===== src/common/wisc_pkg.sv =====
// Shared widths, opcode constants, stall lengths and instruction views for the wisc fetch stage
package wisc_pkg;

   ////////////////////
   // Widths
   ////////////////////

   // Instruction word and program counter
   localparam int word_w = 16;
   // Register file index, eight registers
   localparam int reg_w = 3;
   // Opcode field at the top of every word
   localparam int opcode_w = 5;
   // Instruction memory word address, 256 words
   localparam int imem_addr_w = 8;

   ////////////////////
   // Opcodes
   ////////////////////

   // Halt stops fetch and later triggers the memory dump
   localparam logic [opcode_w-1:0] op_halt = 5'b00000;

   // Three-bit opcode prefixes for control transfer
   localparam logic [2:0] jump_class = 3'b001;
   localparam logic [2:0] branch_class = 3'b011;

   // Bubble sent down the pipe on a hazard
   localparam logic [word_w-1:0] nop_word = 16'h0800;

   ////////////////////
   // Stall lengths
   ////////////////////

   // PC hold cycles after a jump leaves fetch
   localparam int jump_shadow = 4;
   // PC hold cycles after a branch leaves fetch
   localparam int branch_shadow = 2;
   // Halt fetch to dump pulse
   localparam int halt_delay = 5;
   // Destinations remembered by the hazard detector
   localparam int raw_depth = 3;

   ////////////////////
   // Instruction views
   ////////////////////

   // Register format, R-type ALU ops and register jumps
   typedef struct packed {
      logic [opcode_w-1:0] opcode;
      logic [reg_w-1:0]    rs;
      logic [reg_w-1:0]    rt;
      logic [reg_w-1:0]    rd;
      logic [1:0]          func;
   } reg_form_t;

   // Immediate format, 8-bit immediate after rs
   typedef struct packed {
      logic [opcode_w-1:0] opcode;
      logic [reg_w-1:0]    rs;
      logic [7:0]          imm;
   } imm_form_t;

   // Same 16 bits, decoded either way
   typedef union packed {
      reg_form_t reg_form;
      imm_form_t imm_form;
   } instr_word_t;

endpackage


===== src/fetch/fetch_stage.sv =====
// Fetch stage top: PC register, next-PC select, pipe registers and fetch sub-blocks
module fetch_stage (
   input  logic                        clk,
   input  logic                        reset,
   input  logic                        pc_src,
   input  logic [wisc_pkg::word_w-1:0] jump_pc,
   input  logic [wisc_pkg::reg_w-1:0]  dst,
   input  logic                        dst_valid,
   input  logic                        load_en,
   input  logic [wisc_pkg::imem_addr_w-1:0] load_addr,
   input  logic [wisc_pkg::word_w-1:0] load_data,
   output logic [wisc_pkg::word_w-1:0] instruction_out,
   output logic [wisc_pkg::word_w-1:0] incr_pc,
   output logic                        dump
);

   // Program counter, byte addressed
   logic [wisc_pkg::word_w-1:0] pc_q;
   logic [wisc_pkg::word_w-1:0] pc_plus2;
   logic [wisc_pkg::word_w-1:0] next_pc;

   // Fetched word and its pre-decode
   logic [wisc_pkg::word_w-1:0] instr;
   logic                        is_halt;
   logic                        is_jump;
   logic                        is_branch;
   logic [wisc_pkg::reg_w-1:0]  rs;
   logic [wisc_pkg::reg_w-1:0]  rt;
   logic                        rs_valid;
   logic                        rt_valid;

   // Stall signals
   logic raw;
   logic hold_pc;
   logic halted;

   ////////////////////
   // PC
   ////////////////////

   assign pc_plus2 = pc_q + 16'd2;

   // Redirect wins over sequential fetch
   assign next_pc = pc_src ? jump_pc : pc_plus2;

   always_ff @(posedge clk) begin
      if (reset) begin
         pc_q <= '0;
      end else if (pc_src || !hold_pc) begin
         // A redirect always lands, even while stalled
         pc_q <= next_pc;
      end
   end

   ////////////////////
   // Sub-blocks
   ////////////////////

   // Word address is the byte PC without bit 0
   instr_memory instr_memory_i (
      .clk       (clk),
      .read_en   (!halted),
      .addr      (pc_q[wisc_pkg::imem_addr_w:1]),
      .instr     (instr),
      .load_en   (load_en),
      .load_addr (load_addr),
      .load_data (load_data)
   );

   predecode predecode_i (
      .instr     (instr),
      .is_halt   (is_halt),
      .is_jump   (is_jump),
      .is_branch (is_branch),
      .rs        (rs),
      .rt        (rt),
      .rs_valid  (rs_valid),
      .rt_valid  (rt_valid)
   );

   raw_detector raw_detector_i (
      .clk       (clk),
      .reset     (reset),
      .rs        (rs),
      .rt        (rt),
      .rs_valid  (rs_valid),
      .rt_valid  (rt_valid),
      .dst       (dst),
      .dst_valid (dst_valid),
      .raw       (raw)
   );

   stall_control stall_control_i (
      .clk       (clk),
      .reset     (reset),
      .is_halt   (is_halt),
      .is_jump   (is_jump),
      .is_branch (is_branch),
      .raw       (raw),
      .hold_pc   (hold_pc),
      .halted    (halted),
      .dump      (dump)
   );

   ////////////////////
   // Pipe registers
   ////////////////////

   always_ff @(posedge clk) begin
      if (reset) begin
         instruction_out <= '0;
         incr_pc         <= '0;
      end else begin
         // Bubble replaces the word on a hazard
         instruction_out <= raw ? wisc_pkg::nop_word : instr;
         incr_pc         <= pc_plus2;
      end
   end

   // Redirect targets keep the PC word aligned
   pc_even_a : assert property (@(posedge clk) disable iff (reset) !pc_q[0]);

   // Program load only while reset, memory not yet reading a live program
   load_idle_a : assert property (@(posedge clk) disable iff (reset) !(load_en && !halted));

endmodule


===== src/fetch/instr_memory.sv =====
// Instruction memory: 256 words, asynchronous read, synchronous load port
module instr_memory (
   input  logic                             clk,
   input  logic                             read_en,
   input  logic [wisc_pkg::imem_addr_w-1:0] addr,
   output logic [wisc_pkg::word_w-1:0]      instr,
   input  logic                             load_en,
   input  logic [wisc_pkg::imem_addr_w-1:0] load_addr,
   input  logic [wisc_pkg::word_w-1:0]      load_data
);

   // Word storage
   logic [wisc_pkg::word_w-1:0] mem [2**wisc_pkg::imem_addr_w];

   // Last word seen on the read port
   logic [wisc_pkg::word_w-1:0] last_word;

   ////////////////////
   // Write and capture
   ////////////////////

   always_ff @(posedge clk) begin
      // One program word per cycle
      if (load_en) begin
         mem[load_addr] <= load_data;
      end
      // Remember the word so a frozen fetch stays stable
      if (read_en) begin
         last_word <= mem[addr];
      end
   end

   ////////////////////
   // Read
   ////////////////////

   // Live read, or the held word once reads stop
   always_comb begin
      if (read_en) begin
         instr = mem[addr];
      end else begin
         instr = last_word;
      end
   end

endmodule


===== src/fetch/predecode.sv =====
// Pre-decode: flags halt, jump and branch words and finds active source registers
module predecode (
   input  wisc_pkg::instr_word_t       instr,
   output logic                        is_halt,
   output logic                        is_jump,
   output logic                        is_branch,
   output logic [wisc_pkg::reg_w-1:0]  rs,
   output logic [wisc_pkg::reg_w-1:0]  rt,
   output logic                        rs_valid,
   output logic                        rt_valid
);

   // Opcode, same position in both views
   logic [wisc_pkg::opcode_w-1:0] opcode;
   // Top three opcode bits, the instruction class
   logic [2:0] op_class;

   assign opcode   = instr.reg_form.opcode;
   assign op_class = opcode[wisc_pkg::opcode_w-1 -: 3];

   ////////////////////
   // Control class
   ////////////////////

   assign is_halt   = (opcode == wisc_pkg::op_halt);
   assign is_jump   = (op_class == wisc_pkg::jump_class);
   assign is_branch = (op_class == wisc_pkg::branch_class);

   ////////////////////
   // Source registers
   ////////////////////

   // Field positions come from the register view
   assign rs = instr.reg_form.rs;
   assign rt = instr.reg_form.rt;

   // rs unused by the 000 class (halt, nop, return)
   // and by the direct jumps, class 001 with bit 11 clear
   always_comb begin
      rs_valid = 1'b1;
      if (op_class == 3'b000) begin
         rs_valid = 1'b0;
      end else if ({op_class, opcode[0]} == 4'b0010) begin
         rs_valid = 1'b0;
      end
   end

   // rt read by 1101 register ops and by the 111 ALU and compare group
   always_comb begin
      rt_valid = 1'b0;
      if (opcode[4:1] == 4'b1101) begin
         rt_valid = 1'b1;
      end
      if (op_class == 3'b111) begin
         rt_valid = 1'b1;
      end
   end

endmodule


===== src/fetch/stall_control.sv =====
// Stall control: jump, branch and halt shadows producing the PC hold and the dump pulse
module stall_control (
   input  logic clk,
   input  logic reset,
   input  logic is_halt,
   input  logic is_jump,
   input  logic is_branch,
   input  logic raw,
   output logic hold_pc,
   output logic halted,
   output logic dump
);

   // Shadow shift registers, bit 0 is the newest
   logic [wisc_pkg::jump_shadow-1:0]   jump_sr;
   logic [wisc_pkg::branch_shadow-1:0] branch_sr;
   logic [wisc_pkg::halt_delay-1:0]    halt_line;

   // Any control shadow still running
   logic shadow_busy;
   // Qualified control transfers entering a shadow
   logic jump_go;
   logic branch_go;

   assign shadow_busy = (|jump_sr) || (|branch_sr);

   // A stalled or re-fetched word must not start a second shadow
   assign jump_go   = is_jump && !raw && !shadow_busy;
   assign branch_go = is_branch && !raw && !shadow_busy;

   ////////////////////
   // Shadows
   ////////////////////

   always_ff @(posedge clk) begin
      if (reset) begin
         jump_sr   <= '0;
         branch_sr <= '0;
         halt_line <= '0;
         halted    <= 1'b0;
      end else begin
         jump_sr   <= {jump_sr[wisc_pkg::jump_shadow-2:0], jump_go};
         branch_sr <= {branch_sr[wisc_pkg::branch_shadow-2:0], branch_go};
         // Keep feeding ones once halted so dump stays up
         halt_line <= {halt_line[wisc_pkg::halt_delay-2:0], is_halt || halted};
         // Sticky until reset
         if (is_halt) begin
            halted <= 1'b1;
         end
      end
   end

   ////////////////////
   // Outputs
   ////////////////////

   // Halt freezes the PC in its own fetch cycle too
   assign hold_pc = raw || shadow_busy || halted || is_halt;

   // Dump after the full halt delay
   assign dump = halt_line[wisc_pkg::halt_delay-1];

   // Dump only ever follows a recorded halt
   dump_after_halt_a : assert property (@(posedge clk) disable iff (reset) dump |-> halted);

endmodule


===== src/source/raw_detector.sv =====
// RAW hazard detector matching active sources against a history of recent destinations
module raw_detector (
   input  logic                       clk,
   input  logic                       reset,
   input  logic [wisc_pkg::reg_w-1:0] rs,
   input  logic [wisc_pkg::reg_w-1:0] rt,
   input  logic                       rs_valid,
   input  logic                       rt_valid,
   input  logic [wisc_pkg::reg_w-1:0] dst,
   input  logic                       dst_valid,
   output logic                       raw
);

   // Destination history with entry 0 newest
   logic [wisc_pkg::reg_w-1:0]     hist_dst [wisc_pkg::raw_depth];
   logic [wisc_pkg::raw_depth-1:0] hist_valid;

   ////////////////////
   // History
   ////////////////////

   // Destination indices shift in every cycle
   always_ff @(posedge clk) begin
      hist_dst[0] <= dst;
      for (int i = 1; i < wisc_pkg::raw_depth; i++) begin
         hist_dst[i] <= hist_dst[i-1];
      end
   end

   // Valid bits empty the history on reset
   always_ff @(posedge clk) begin
      if (reset) begin
         hist_valid <= '0;
      end else begin
         hist_valid <= {hist_valid[wisc_pkg::raw_depth-2:0], dst_valid};
      end
   end

   ////////////////////
   // Match
   ////////////////////

   always_comb begin
      raw = 1'b0;
      for (int i = 0; i < wisc_pkg::raw_depth; i++) begin
         // Source reads a register still being written
         if (hist_valid[i] && rs_valid && (hist_dst[i] == rs)) begin
            raw = 1'b1;
         end
         if (hist_valid[i] && rt_valid && (hist_dst[i] == rt)) begin
            raw = 1'b1;
         end
      end
   end

   // Hazard needs a source flagged by pre-decode
   raw_has_source_a : assert property (@(posedge clk) disable iff (reset)
      raw |-> (rs_valid || rt_valid));

endmodule


===== config.mk =====
export PLATFORM = sky130hd
export DESIGN_NAME = fetch_stage
export DESIGN_NICKNAME = d
export VERILOG_FILES = /design/src/common/wisc_pkg.sv /design/src/fetch/fetch_stage.sv /design/src/fetch/instr_memory.sv /design/src/fetch/predecode.sv /design/src/fetch/stall_control.sv /design/src/source/raw_detector.sv
export SDC_FILE = /design/constraint.sdc
export NUM_CORES = 2
export LEC_CHECK = 0
export BUFFER_PORTS_ARGS = -buffer_cell sky130_fd_sc_hd__buf_2
export CAP_MARGIN = 40
export CELL_PAD_IN_SITES_DETAIL_PLACEMENT = 0
export CELL_PAD_IN_SITES_GLOBAL_PLACEMENT = 1
export CORE_MARGIN = 5
export CORE_UTILIZATION = 45
export CTS_CLUSTER_SIZE = 14
export DETAILED_ROUTE_END_ITERATION = 7
export GPL_ROUTABILITY_DRIVEN = 0
export PLACE_DENSITY = 0.67
export SYNTH_ARGS = -nofsm -noshare
export SYNTH_HDL_FRONTEND = slang
export SYNTH_MEMORY_MAX_BITS = 65536
export SYNTH_SLANG_ARGS = --single-unit

===== constraint.sdc =====
create_clock -name clk -period 6.9 [get_ports clk]
set_input_delay 0.345 -clock clk [delete_from_list [all_inputs] [get_ports clk]]
set_output_delay 0.345 -clock clk [all_outputs]
set_load 0.005 [all_outputs]

# Word level (Yosys, flattened, before mapping)
# Memory sizes are Yosys's and may differ from the RTL's. A register that Yosys moved wholly into a read port is not among the register bits.
# Index checks and enable logic that the tools add are counted.
# Widths: inputs -> output; s select.
# word_totals
reg_bits	79
ram_bits	4105
inputBits	48
out_inout_bits	33
word_cells	71
mem_count	2
# classes
addsub	1
n_eq_ne	11
mux	17
reduce_logical	30
# mem_list
name	depth	width	rd	rd_ports_with_merged_regs	write_ports	line	rtl
instr_memory_i.mem	256	16	1	1	1	instr_memory.sv:13	logic [wisc_pkg::word_w-1:0] mem [2**wisc_pkg::imem_addr_w];
raw_detector_i.hist_dst	3	3	3	0	3	raw_detector.sv:15	logic [wisc_pkg::reg_w-1:0] hist_dst [wisc_pkg::raw_depth];
# op_table
cell	count
$mux 16	2
$eq 3x3->1	6
$add 16x2->16 const B	1
$logic_and 1x1->1	16
$mux 8	2
$mux 1	12
$mux 12	1
$logic_or 1x1->1	6
$logic_not 5->1	1
$eq 4x2->1 const B	1
$eq 4x4->1 const B	1
$reduce_or 2->1	2
$reduce_or 4->1	1
$eq 3x1->1 const B	1
$eq 3x2->1 const B	1
$eq 3x3->1 const B	1
$logic_not 1->1	3
$logic_not 3->1	1

# Depth between registers and ports, before layout
# logic_depth
word_depth	19
ltp_mapped	20
mapped_depth_nobuf	12

# Modules after synthesis
# Synthesis repeated with hierarchy kept, for this count alone.
# unflattened
hier_cells	7714
hier_area_um2	161955.3
# modules_own_cells
module	n_inst	cells_each	area_per_inst_um2	seq_area_each_um2
instr_memory	1	7410	158977.5	123318.3
fetch_stage	1	215	2047.0	960.9
raw_detector	1	47	488.0	240.2
stall_control	1	29	351.6	240.2
predecode	1	13	91.3	0.0

# Worst setup path before layout
# OpenSTA, ideal clock, no wires.
# synth_timing
kind	register -> register
startpoint	reg with a tool-made name
endpoint	reg instruction_out[3] in the netlist's numbering
setup_ns	0.131
t_arrival_ns	3.978
required_time_ns	6.769
setup_slack_ns	2.791
stages_incl_launch_ff	16
n_path_buf	8
synth_period_minus_slack_ns	4.109
cell_sequence	dfxtp_1 > buf_4 > buf_4 > buf_4 > buf_4 > buf_4 > buf_2 > buf_2 > buf_1 > mux4_2 > mux4_2 > mux4_2 > mux4_2 > nand2_1 > nand2_1 > nor3b_1
# synth_lines
element	line	rtl
to (signal assigned)	fetch_stage.sv:115	instruction_out <= raw ? wisc_pkg::nop_word : instr;
to (decl)	fetch_stage.sv:12	output logic [wisc_pkg::word_w-1:0] instruction_out,

==> impl_metrics.env <==
export IMPL_status="finished, violations left"
export IMPL_failed_checks="design-rule violations, negative hold slack"
export IMPL_clk_pin_slew_ns=0.06
export IMPL_worstSetupStartpointType="register"
export IMPL_h_tree_depth=5
export IMPL_fin_hold_ws_ns=-0.008803
export IMPL_hold_path_class="input port to register"
export IMPL_grt_pass1_wl_um=641900
export IMPL_fin_skew_ns=0.07855
export IMPL_drv_cap=0
export IMPL_tritoncts="yes"
export IMPL_postCtsSetupRepairBufs=0
export IMPL_firstDrtPassIters=8
export IMPL_crit_type="register to register"
export IMPL_drt_total_wl_um=459200
export IMPL_synth_seq_cells=4192
export IMPL_rsz0062_at_grt="false"
export IMPL_multi_input_area_um2=35030
export IMPL_dpl_hpwl_um=281300
export IMPL_cp_required_ns=7.77
export IMPL_grt_pass1_vias=80110
export IMPL_syn_area_um2=162000
export IMPL_async_flop_share_pct=0
export IMPL_synth_distinct_cells=88
export IMPL_slew_violations=0
export IMPL_cts_sinks=4192
export IMPL_synth_top_cell_area_share_pct=75.92
export IMPL_fin_area_um2=185400
export IMPL_critPathMaxFanout=83
export IMPL_die_w_um=610.0
export IMPL_synthFlopType="edfxtp_1"
export IMPL_syn_avg_cell_area_um2=22.35
export IMPL_num_fill_cells=27750
export IMPL_via_per_inst=6.235
export IMPL_regArea_um2=124900
export IMPL_power_density_nw_per_um2=346.2
export IMPL_grt_max_degree=220
export IMPL_coreArea_um2=358900
export IMPL_antenna_left=0
export IMPL_end_kind="register"
export IMPL_io_pins=81
export IMPL_irDropWorstVdd_mv=0.2214
export IMPL_gr_total_overflow=0
export IMPL_mappedNetlistNets=7298
export IMPL_postSynthCellCount=7249
export IMPL_synth_edf_count=4096
export IMPL_ys_warn_count=0
export IMPL_areaGrowthSynthToFinish_pct=14.44
export IMPL_cts_max_path_buffers=4
export IMPL_clock_latency_ns=0.97
export IMPL_hold_violations=8
export IMPL_synthTopCellsByArea="edfxtp_1 76%, mux4_2 15%, mux2i_1 1.4%"
export IMPL_min_period_ns=6.522
export IMPL_hold_start="load_data[0]"
export IMPL_first_iter_violations=10780
export IMPL_tightest_slew_ns=1.499
export IMPL_synth_largest_area_cell="edfxtp_1"
export IMPL_ctsRootBufferMaster="clkbuf_16"
export IMPL_drive_above_1_share_pct=30.75
export IMPL_wire_per_inst_um=35.21
export IMPL_numCtsBuffers=418
export IMPL_start_util_pct=45.14
export IMPL_timing_fmax_ghz=0.1533
export IMPL_drc_errors=3
export IMPL_nets=7957
export IMPL_placed_area_um2=171600
export IMPL_utilization_pct=51.65
export IMPL_max_slew_margin_rel_pct=0.05898
export IMPL_via_count=81310
export IMPL_setup_viol=0
export IMPL_numPortBuffers=80
export IMPL_power_mw=64.19
export IMPL_dieHeight_um=610.0
export IMPL_power_leakage_nw=57.08
export IMPL_antenna_found_initial=38
export IMPL_fp_dieArea_um2=372100
export IMPL_worstPathArrival_ns=7.40
export IMPL_synth_seq_area_share_pct=77.10
export IMPL_fin_crit_sh_pct=94.52
export IMPL_rows=220
export IMPL_grt_use_total_pct=24.40
==> routing by layer <==
layer / GRT usage (%) / share of wire, %
met4: 7.941 / 3.8
met2: 38.17 / 47
met3: 4.766 / 9.3
met5: 0 / 0.015
met1: 34.91 / 40
==> synthesized netlist by cell type (5+ instances only) <==
cell and instances:
a2111oi_0 7, a211o_1 9, a211oi_1 35, a21oi_1 55, a221oi_1 10, a22o_1 12
a22oi_1 92, a311oi_1 6, a31oi_1 22, a41oi_1 5, and2_1 9, and3_1 9
buf_1 25, buf_2 131, buf_4 97, buf_6 41, clkbuf_1 118, dfxtp_1 96
edfxtp_1 4096, inv_1 32, mux2_2 28, mux2i_1 226, mux4_2 1109, nand2_1 144
nand2b_1 15, nand3_1 88, nand4_1 27, nor2_1 343, nor2b_1 58, nor3_1 33
nor3b_1 15, nor4_1 21, o211ai_1 18, o21a_1 6, o21ai_0 43, o221ai_1 5
o22ai_1 29, o31ai_1 6, o32ai_1 6, or2_2 6, or3_1 10, xnor2_1 11
xor2_1 11
==> worst max-delay path, stage by stage (launching register included) <==
cell	delay [ns]
dfxtp_4	0.78
buf_12	0.49
buf_6	0.52
mux4_2	0.57
mux4_2	0.53
mux2i_1	0.31
o21ai_0	0.22
o21ai_0	0.40
a211o_1	0.47
nor3_2	0.17
a2111oi_4	0.38
buf_4	0.26
a311oi_1	0.16
a2111oi_1	0.51
clkdlybuf4s15_2	0.35
==> final timing paths <==
| kind | to | slack [ns] | depth (start not counted) |
|---|---|---|---|
| hold / removal | instr_memory_i.mem[118][0]$_DFFE_PP_ | -0.009 | 1 |
| hold reg to reg | stall_control_i.halt_line[4]$_SDFF_PP0_ | 0.44 | 1 |
| setup reg to reg | register | 0.38 | 14 |
| setup / recovery | register | 0.38 | 14 |
==> kinds of logic after synthesis <==
| kind of cell | count (synthesis) | share of synthesized area (%) |
|---|---|---|
| compound gates | 422 | 1.897 |
| simple gates | 801 | 2.291 |
| xor+xnor | 22 | 0.1189 |
| buf+inv | 448 | 1.575 |
| mux | 1363 | 17.01 |
| fa+ha+maj | 1 | 0.007721 |
| flops | 4192 | 77.10 |
==> power by group <==
part           internal (mW)  switching (mW)
sequential              28.1           0.275
combinational           5.87            7.76
clock                   12.6            9.57
==> per-stage QoR <==
step | worst slack [ns] | setup TNS (ns) | cells
2_1_floorplan | 2.791 | 0 | 7249
3_3_place_gp | -0.4939 | -0.4939 | 12160
3_5_place_dp | 0.3487 | 0 | 12220
4_1_cts | 0.2999 | 0 | 13020
5_1_grt | 0.1104 | 0 | 13030
6_report | 0.3779 | 0 | 13040
==> layout make-up <==
cell class	instances	area share, %
sequential	4192	67.39
multi-input combinational	2609	18.89
clock buffer	501	5.866
timing repair buffer	654	3.263
tap	4773	3.221
clock inverter	264	1.280
inverter	33	0.06681
antenna	15	0.02024
==> flip-flops by register name, summed over array words and instances (netlist names), named ones only <==
| signal | count |
|---|---|
| incr_pc | 16 |
| instr_memory_i.last_word | 16 |
| instr_memory_i.mem | 4096 |
| instruction_out | 16 |
| pc_q | 16 |
| raw_detector_i.hist_dst | 9 |
| raw_detector_i.hist_valid | 3 |
| stall_control_i.branch_sr | 2 |
| stall_control_i.halt_line | 5 |
| stall_control_i.halted | 1 |
| stall_control_i.jump_sr | 4 |
==> repair_timing <==
action	CTS	global route
endpoints found under the hold margin	388	3
gates resized for setup	0	1
hold buffers	34	1
endpoints found under the setup margin	0	1
==> cells in the final DEF (no fill, tap or decap), drive strengths merged, types with 10 or more instances in the layout <==
master,count
nand2b,15
nand4,27
dlygate4sd3,35
inv,46
mux2i,226
clkinvlp,11
xor2,11
clkbuf,517
nor3,35
nor2b,58
dfxtp,96
nor3b,15
a31oi,22
o22ai,29
or3,10
mux2,28
clkinv,204
xnor2,11
a221oi,11
a211oi,35
bufinv,36
and2,12
a22o,12
mux4,1109
a21oi,55
nand3,88
diode,15
edfxtp,4096
o21ai,45
a2111oi,11
nand2,145
o211ai,18
nor4,23
nor2,343
a22oi,92
buf,602
Power figures use the tool's default switching activity.
